==> src/common/audio_defines.svh <==
/*
 * Audio mixer constants
 * Sample and accumulator widths, plus the two knee curves
 * used by the output compressor
 */

`ifndef AUDIO_DEFINES_SVH
`define AUDIO_DEFINES_SVH

//////////////////////////////////////////////////
// Widths
//////////////////////////////////////////////////

// One source or output sample
`define AUDIO_SAMPLE_W 16
// Mixing sum, two bits of headroom over a sample
`define AUDIO_ACC_W    18

//////////////////////////////////////////////////
// Compressor curves
//////////////////////////////////////////////////

// Soft curve, x2 below the knee and /4 above
`define COMP1_KNEE 14044
`define COMP1_GAIN 2
`define COMP1_DIV  4
`define COMP1_BASE 28088

// Hard curve, x4 below the knee and /8 above
`define COMP2_KNEE 7400
`define COMP2_GAIN 4
`define COMP2_DIV  8
`define COMP2_BASE 29600

`endif

==> src/common/audio_pkg.sv <==
/*
 * Audio mixer types
 * Sample, accumulator and compressor setting words
 */

`default_nettype none

`include "audio_defines.svh"

package audio_pkg;

	// Signed PCM sample as produced by each sound source
	typedef logic signed [`AUDIO_SAMPLE_W-1:0] sample_t;

	// Signed mixing sum
	typedef logic signed [`AUDIO_ACC_W-1:0] acc_t;

	// Compressor setting
	// Zero is off, any other value compresses, upper bit picks the hard curve
	typedef logic [1:0] comp_mode_t;

endpackage

`default_nettype wire

==> src/common/audio_stage_if.sv <==
/*
 * Link between two mixer pipeline stages
 * Carries one stereo sum and the settings that belong to it
 */

`timescale 1ns/1ps
`default_nettype none

interface audio_stage_if;
	import audio_pkg::*;

	acc_t       left;
	acc_t       right;
	// Settings travel with the sample they apply to
	logic       cdda_boost;
	comp_mode_t comp_mode;

	// Writing stage
	modport source (
		output left,
		output right,
		output cdda_boost,
		output comp_mode
	);

	// Reader that needs the boost flag
	modport sink (
		input left,
		input right,
		input cdda_boost,
		input comp_mode
	);

	// Compressor only looks at the sample and its mode
	modport comp_sink (
		input left,
		input right,
		input comp_mode
	);

endinterface

`default_nettype wire

==> src/mixer/audio_mixer_top.sv <==
/*
 * Final sound mixer
 * Three-stage pipeline: source sum, 5/4 headroom scaling
 * and optional dynamic-range compression
 */

`timescale 1ns/1ps
`default_nettype none

module audio_mixer_top (
	input  logic                  clk_sys,
	input  logic                  reset,

	// Already filtered sources
	input  audio_pkg::sample_t    cdda_l,
	input  audio_pkg::sample_t    cdda_r,
	input  audio_pkg::sample_t    psg_l,
	input  audio_pkg::sample_t    psg_r,
	input  audio_pkg::sample_t    adpcm,

	// Per-source enables and mix settings
	input  logic                  cdda_en,
	input  logic                  psg_en,
	input  logic                  adpcm_en,
	input  logic                  cdda_boost,
	input  audio_pkg::comp_mode_t comp_mode,

	// Signed output, three cycles after the inputs
	output audio_pkg::sample_t    audio_l,
	output audio_pkg::sample_t    audio_r
);

	//////////////////////////////////////////////////
	// Stage links
	//////////////////////////////////////////////////

	audio_stage_if sum_link ();
	audio_stage_if scale_link ();

	//////////////////////////////////////////////////
	// Pipeline
	//////////////////////////////////////////////////

	source_summer i_source_summer (
		.clk_sys    (clk_sys),
		.reset      (reset),
		.cdda_l     (cdda_l),
		.cdda_r     (cdda_r),
		.psg_l      (psg_l),
		.psg_r      (psg_r),
		.adpcm      (adpcm),
		.cdda_en    (cdda_en),
		.psg_en     (psg_en),
		.adpcm_en   (adpcm_en),
		.cdda_boost (cdda_boost),
		.comp_mode  (comp_mode),
		.out_link   (sum_link.source)
	);

	headroom_scaler i_headroom_scaler (
		.clk_sys  (clk_sys),
		.reset    (reset),
		.in_link  (sum_link.sink),
		.out_link (scale_link.source)
	);

	dynamic_compressor i_dynamic_compressor (
		.clk_sys (clk_sys),
		.reset   (reset),
		.in_link (scale_link.comp_sink),
		.audio_l (audio_l),
		.audio_r (audio_r)
	);

endmodule

`default_nettype wire

==> src/mixer/dynamic_compressor.sv <==
/*
 * Mixer stage 3
 * Takes the top 16 bits of the sum and optionally runs them
 * through a soft or hard knee compressor curve
 */

`timescale 1ns/1ps
`default_nettype none

`include "audio_defines.svh"

module dynamic_compressor (
	input  logic                  clk_sys,
	input  logic                  reset,
	audio_stage_if.comp_sink      in_link,
	output audio_pkg::sample_t    audio_l,
	output audio_pkg::sample_t    audio_r
);
	import audio_pkg::*;

	// Curve constants cut down to sample width
	localparam logic [`AUDIO_SAMPLE_W-1:0] soft_knee = `COMP1_KNEE;
	localparam logic [`AUDIO_SAMPLE_W-1:0] soft_gain = `COMP1_GAIN;
	localparam logic [`AUDIO_SAMPLE_W-1:0] soft_div  = `COMP1_DIV;
	localparam logic [`AUDIO_SAMPLE_W-1:0] soft_base = `COMP1_BASE;
	localparam logic [`AUDIO_SAMPLE_W-1:0] hard_knee = `COMP2_KNEE;
	localparam logic [`AUDIO_SAMPLE_W-1:0] hard_gain = `COMP2_GAIN;
	localparam logic [`AUDIO_SAMPLE_W-1:0] hard_div  = `COMP2_DIV;
	localparam logic [`AUDIO_SAMPLE_W-1:0] hard_base = `COMP2_BASE;

	// Linear gain below the knee, flattened slope above it
	function automatic logic [`AUDIO_SAMPLE_W-1:0] knee_curve(
		input logic [`AUDIO_SAMPLE_W-1:0] m,
		input logic [`AUDIO_SAMPLE_W-1:0] knee,
		input logic [`AUDIO_SAMPLE_W-1:0] gain,
		input logic [`AUDIO_SAMPLE_W-1:0] div,
		input logic [`AUDIO_SAMPLE_W-1:0] base
	);
		if (m < knee)
			knee_curve = m * gain;
		else
			knee_curve = (m - knee) / div + base;
	endfunction

	// Works on the magnitude and puts the sign back afterwards
	function automatic sample_t compress(input sample_t s, input logic hard);
		logic [`AUDIO_SAMPLE_W-1:0] m;
		logic [`AUDIO_SAMPLE_W-1:0] v_soft;
		logic [`AUDIO_SAMPLE_W-1:0] v_hard;
		logic [`AUDIO_SAMPLE_W-1:0] v;

		m = s[`AUDIO_SAMPLE_W-1] ? ~s + 1'b1 : s;
		v_soft = knee_curve(m, soft_knee, soft_gain, soft_div, soft_base);
		v_hard = knee_curve(m, hard_knee, hard_gain, hard_div, hard_base);
		v = hard ? v_hard : v_soft;
		compress = s[`AUDIO_SAMPLE_W-1] ? ~(v - 1'b1) : v;
	endfunction

	sample_t in_l;
	sample_t in_r;
	logic    comp_on;
	logic    comp_hard;
	sample_t next_l;
	sample_t next_r;

	// Drop the two headroom bits
	assign in_l = in_link.left[`AUDIO_ACC_W-1 -: `AUDIO_SAMPLE_W];
	assign in_r = in_link.right[`AUDIO_ACC_W-1 -: `AUDIO_SAMPLE_W];

	assign comp_on   = |in_link.comp_mode;
	assign comp_hard = in_link.comp_mode[1];

	assign next_l = comp_on ? compress(in_l, comp_hard) : in_l;
	assign next_r = comp_on ? compress(in_r, comp_hard) : in_r;

	//////////////////////////////////////////////////
	// Output register
	//////////////////////////////////////////////////

	always_ff @(posedge clk_sys) begin
		if (reset) begin
			audio_l <= '0;
			audio_r <= '0;
		end else begin
			audio_l <= next_l;
			audio_r <= next_r;
		end
	end

endmodule

`default_nettype wire

==> src/mixer/headroom_scaler.sv <==
/*
 * Mixer stage 2
 * Scales the sum by 5/4 to use the full output range,
 * skipped when CD boost already doubled the CD share
 */

`timescale 1ns/1ps
`default_nettype none

module headroom_scaler (
	input  logic          clk_sys,
	input  logic          reset,
	audio_stage_if.sink   in_link,
	audio_stage_if.source out_link
);
	import audio_pkg::*;

	// x + x/4, wraps in the accumulator width
	function automatic acc_t scale(input acc_t s, input logic boost);
		if (boost)
			scale = s;
		else
			scale = s + (s >>> 2);
	endfunction

	acc_t scaled_l;
	acc_t scaled_r;

	assign scaled_l = scale(in_link.left, in_link.cdda_boost);
	assign scaled_r = scale(in_link.right, in_link.cdda_boost);

	//////////////////////////////////////////////////
	// Stage register
	//////////////////////////////////////////////////

	always_ff @(posedge clk_sys) begin
		if (reset) begin
			out_link.left       <= '0;
			out_link.right      <= '0;
			out_link.cdda_boost <= 1'b0;
			out_link.comp_mode  <= '0;
		end else begin
			out_link.left       <= scaled_l;
			out_link.right      <= scaled_r;
			// Settings stay with their sample
			out_link.cdda_boost <= in_link.cdda_boost;
			out_link.comp_mode  <= in_link.comp_mode;
		end
	end

endmodule

`default_nettype wire

==> src/mixer/source_summer.sv <==
/*
 * Mixer stage 1
 * Sums the enabled CD, PSG and ADPCM sources per channel,
 * adding CD audio a second time when the boost is on
 */

`timescale 1ns/1ps
`default_nettype none

`include "audio_defines.svh"

module source_summer (
	input  logic                   clk_sys,
	input  logic                   reset,
	input  audio_pkg::sample_t     cdda_l,
	input  audio_pkg::sample_t     cdda_r,
	input  audio_pkg::sample_t     psg_l,
	input  audio_pkg::sample_t     psg_r,
	input  audio_pkg::sample_t     adpcm,
	input  logic                   cdda_en,
	input  logic                   psg_en,
	input  logic                   adpcm_en,
	input  logic                   cdda_boost,
	input  audio_pkg::comp_mode_t  comp_mode,
	audio_stage_if.source          out_link
);
	import audio_pkg::*;

	// Sign-extend a sample into the accumulator, or zero when muted
	function automatic acc_t widen(input sample_t s, input logic en);
		widen = en ? {{(`AUDIO_ACC_W - `AUDIO_SAMPLE_W){s[`AUDIO_SAMPLE_W-1]}}, s} : '0;
	endfunction

	logic cdda_twice;
	acc_t sum_l;
	acc_t sum_r;

	// Boost only means something while CD audio is enabled
	assign cdda_twice = cdda_en & cdda_boost;

	// ADPCM is mono and lands in both channels
	assign sum_l = widen(cdda_l, cdda_en) + widen(cdda_l, cdda_twice)
		+ widen(psg_l, psg_en) + widen(adpcm, adpcm_en);
	assign sum_r = widen(cdda_r, cdda_en) + widen(cdda_r, cdda_twice)
		+ widen(psg_r, psg_en) + widen(adpcm, adpcm_en);

	//////////////////////////////////////////////////
	// Stage register
	//////////////////////////////////////////////////

	always_ff @(posedge clk_sys) begin
		if (reset) begin
			out_link.left       <= '0;
			out_link.right      <= '0;
			out_link.cdda_boost <= 1'b0;
			out_link.comp_mode  <= '0;
		end else begin
			out_link.left       <= sum_l;
			out_link.right      <= sum_r;
			out_link.cdda_boost <= cdda_boost;
			out_link.comp_mode  <= comp_mode;
		end
	end

endmodule

`default_nettype wire

==> config.mk <==
export PLATFORM = sky130hd
export DESIGN_NAME = audio_mixer_top
export DESIGN_NICKNAME = d
export VERILOG_FILES = /design/src/common/audio_pkg.sv /design/src/common/audio_stage_if.sv /design/src/mixer/audio_mixer_top.sv /design/src/mixer/dynamic_compressor.sv /design/src/mixer/headroom_scaler.sv /design/src/mixer/source_summer.sv
export VERILOG_INCLUDE_DIRS = /design/src /design/src/common
export SDC_FILE = /design/constraint.sdc
export NUM_CORES = 1
export LEC_CHECK = 0
export BUFFER_PORTS_ARGS = -buffer_cell sky130_fd_sc_hd__buf_2
export CAP_MARGIN = 20
export CORE_MARGIN = 8
export CORE_UTILIZATION = 63
export CTS_BUF_LIST = sky130_fd_sc_hd__clkbuf_16
export CTS_CLUSTER_SIZE = 12
export DETAILED_ROUTE_END_ITERATION = 8
export PLACE_DENSITY = 0.95
export SLEW_MARGIN = 15
export SYNTH_ARGS = -nofsm -noshare
export SYNTH_HDL_FRONTEND = slang
export SYNTH_HIERARCHICAL = 1
export SYNTH_SLANG_ARGS = --single-unit
==> constraint.sdc <==
create_clock -name clk_sys -period 5.8 [get_ports clk_sys]
set_clock_uncertainty 0.2 [all_clocks]
set_input_delay 0.29 -clock clk_sys [delete_from_list [all_inputs] [get_ports clk_sys]]
set_output_delay 0.29 -clock clk_sys [all_outputs]
set_load 0.02 [all_outputs]
==> flow_metrics.py <==
metrics = {
    "power_and_ir_drop": {
        "p_int_uw": 3357,
        "switching_share_pct": 54.38,
        "p_seq_share_pct": 16.7,
        "p_leak_uw": 0.006651,
        "power.clock.fraction_pct": 8.8,
        "ir_worst_vdd_v": 0.0002631,
        "p_sw_uw": 4001,
        "p_per_area_nw_per_um2": 471.6,
        "p_comb_share_pct": 74.5,
    },
    "sta": {
        "worst_pin_slew_ns": 1.078,
        "period_needed_ns": 5.418,
        "rsz0062_at_grt": "no",
        "fmax_ghz": 0.1846,
        "setup_slack_ns": 0.3822,
        "finalCritPeriodShare_pct": 93.41,
        "slew_headroom_pct": 27.85,
        "drv_slew": 0,
        "tns_ns": 0,
        "worst_hold_slack_ns": 0.0002587,
        "hold_violations": 0,
        "finalSetupViolations": 0,
    },
    "finish": {
        "diodes": 0,
        "fill_cells": 1809,
        "utilization_pct": 68.92,
        "finalInstanceArea_um2": 15600,
        "drive_gt1_share_pct": 12.08,
        "areaGrowthSynthToFinish_pct": 7.388,
        "nNetsFinal": 2219,
    },
    "setup_path": {
        "cp-end-kind": "register",
        "path_cells": "inv_1 > ha_1 > nand2b_1 > xnor2_1 > ha_1 > a211o_1 > a211oi_2 > o21ai_4 > mux2i_1 > o21ai_0 > nor4b_1 > nand4_1 > o41ai_1 > xor2_1 > a211oi_1",
        "cp_slowest_cell": "nor4b_1",
        "critPathKind": "register to register",
        "cpPeakStageDelay_ns": 0.62,
        "cp_max_fo": 18,
        "startpoint_type": "register",
        "cp_data_required_time_ns": 5.88,
        "crit_arrival_ns": 5.49,
        "cpMostUsedCell": "ha_1",
        "path_buf_inv": 1,
        "cpLargestDelayFamily": "compound AO/OA/AOI/OAI gates",
    },
    "hold_path": {
        "hp-class": "input pin to register",
    },
    "grt": {
        "grt_usage_pct": 30.24,
        "grt_max_degree": 77,
        "antenna_found_initial": 0,
        "grt_pass1_wl_um": 71570,
        "gr-total-overflow": 0,
        "grt_pass1_vias": 14530,
    },
    "yosys": {
        "syn_inst": 1929,
        "yosys_warnings": 6,
        "syn_area_per_cell_um2": 7.532,
        "syn_nets": 2167,
        "synth_area_um2": 14530,
    },
    "floorplan": {
        "rows": 55,
        "start_util_pct": 64.18,
        "chipWidth_um": 167.9,
        "dieArea_um2": 28180,
        "die_h_um": 167.9,
        "io_pins": 120,
        "coreArea_um2": 22640,
    },
    "routing": {
        "post_drt_wl_per_cell_um": 19.50,
        "vias": 15050,
        "drc_errors": 0,
        "routed_wl_um": 44290,
        "postRouteAntennaNets": 0,
        "vias_per_cell": 6.627,
        "drtIter0Drc": 1584,
        "first_pass_iters": 6,
    },
    "clocking": {
        "clock_latency_ns": 0.36,
        "cts-htree-levels": 3,
        "numCtsBuffers": 9,
        "cts_sinks": 105,
        "clockBufferDepth": 2,
        "cts_tree": "built",
        "clock-root-buffer": "clkbuf_16",
        "cts_setup_buffers": 0,
        "clk_pin_slew_worst_paths_ns": 0.07,
    },
    "place": {
        "detailedPlace.worstSlack_ns": 0.5469,
        "place_congestion": 1.028,
        "io_buffers": 119,
        "dp_hpwl_um": 34770,
        "postPlaceCellArea_um2": 15280,
    },
    "flow_run": {
        "cap_violations": 0,
    },
    "status": {
        "status": "finished clean",
    },
}
## sequential cells by signal, summed over array words and instances (netlist names)
name                                  cells
i_source_summer/out_link.left            18
i_source_summer/out_link.right           18
i_dynamic_compressor/audio_l             16
i_headroom_scaler/out_link.right         16
i_headroom_scaler/out_link.comp_mode      2
i_source_summer/out_link.cdda_boost       1
i_headroom_scaler/out_link.left          16
i_dynamic_compressor/audio_r             16
i_source_summer/out_link.comp_mode        2
## final timing paths
path                                                            start                                       to  slack, ns  cells past startpoint
worst max-delay path              i_headroom_scaler/out_link.right[2]         i_dynamic_compressor/audio_r[14]       0.38                     15
worst max register to register    i_headroom_scaler/out_link.right[2]         i_dynamic_compressor/audio_r[14]       0.38                     15
worst min-delay path                                     comp_mode[0]    i_source_summer/out_link.comp_mode[0]     0.0003                      2
worst min register to register  i_source_summer/out_link.comp_mode[1]  i_headroom_scaler/out_link.comp_mode[1]       0.24                      1
## through the flow
| stage | instances | total power (µW) |
|---|---|---|
| after floorplan | 1929 | 5237 |
| after global placement | 2254 | 6442 |
| after detailed placement | 2254 | 6533 |
| after CTS | 2271 | 7203 |
| after global routing | 2271 | 7876 |
| final | 2271 | 7358 |
## metal layers
metal / wire length [µm] / global-route usage (%)
met2: 20560 / 51.15
met1: 17980 / 37.03
met4: 1629 / 12.81
met3: 4114 / 5.823
met5: 0 / 0
## repair_timing
action	CTS	global route
setup endpoints to repair	0	1
gates resized for setup	0	1
hold endpoints to repair	1	0
hold buffers	1	0
## cell type report
| type | count | area [µm²] | share of cell area (%) |
|---|---|---|---|
| multi-input cells | 1566 | 11420 | 73.17 |
| flip-flops and latches | 105 | 2103 | 13.48 |
| repair buffers | 156 | 878.3 | 5.629 |
| inverters | 143 | 536.8 | 3.440 |
| well taps | 285 | 356.6 | 2.285 |
| clock buffers | 9 | 225.2 | 1.443 |
| clock inverters | 7 | 86.33 | 0.5533 |
## cells in the final DEF, fill, tap and decap left out, types with 24 or more instances in the layout
cell,instances
xor2_1,44
inv_1,141
buf_4,37
nand4_1,24
nor3_1,52
dfxtp_1,104
a211oi_1,42
fa_1,68
ha_1,82
nor2b_1,38
a21o_1,26
nor2_1,142
nand2_1,161
nand3_1,37
and2_1,71
o21ai_0,91
and3_1,47
buf_2,118
xnor2_1,79
a21oi_1,125
## power groups by stage
stage | combinational (µW) | sequential [µW] | clock (µW)
CTS | 5340 | 1210 | 652
floorplan | 4150 | 1090 | 0
global route | 5930 | 1250 | 689
detailed placement | 5310 | 1230 | 0
finish | 5480 | 1230 | 645
global placement | 5230 | 1210 | 0
Note: power is estimated with default switching activity, not from simulation.
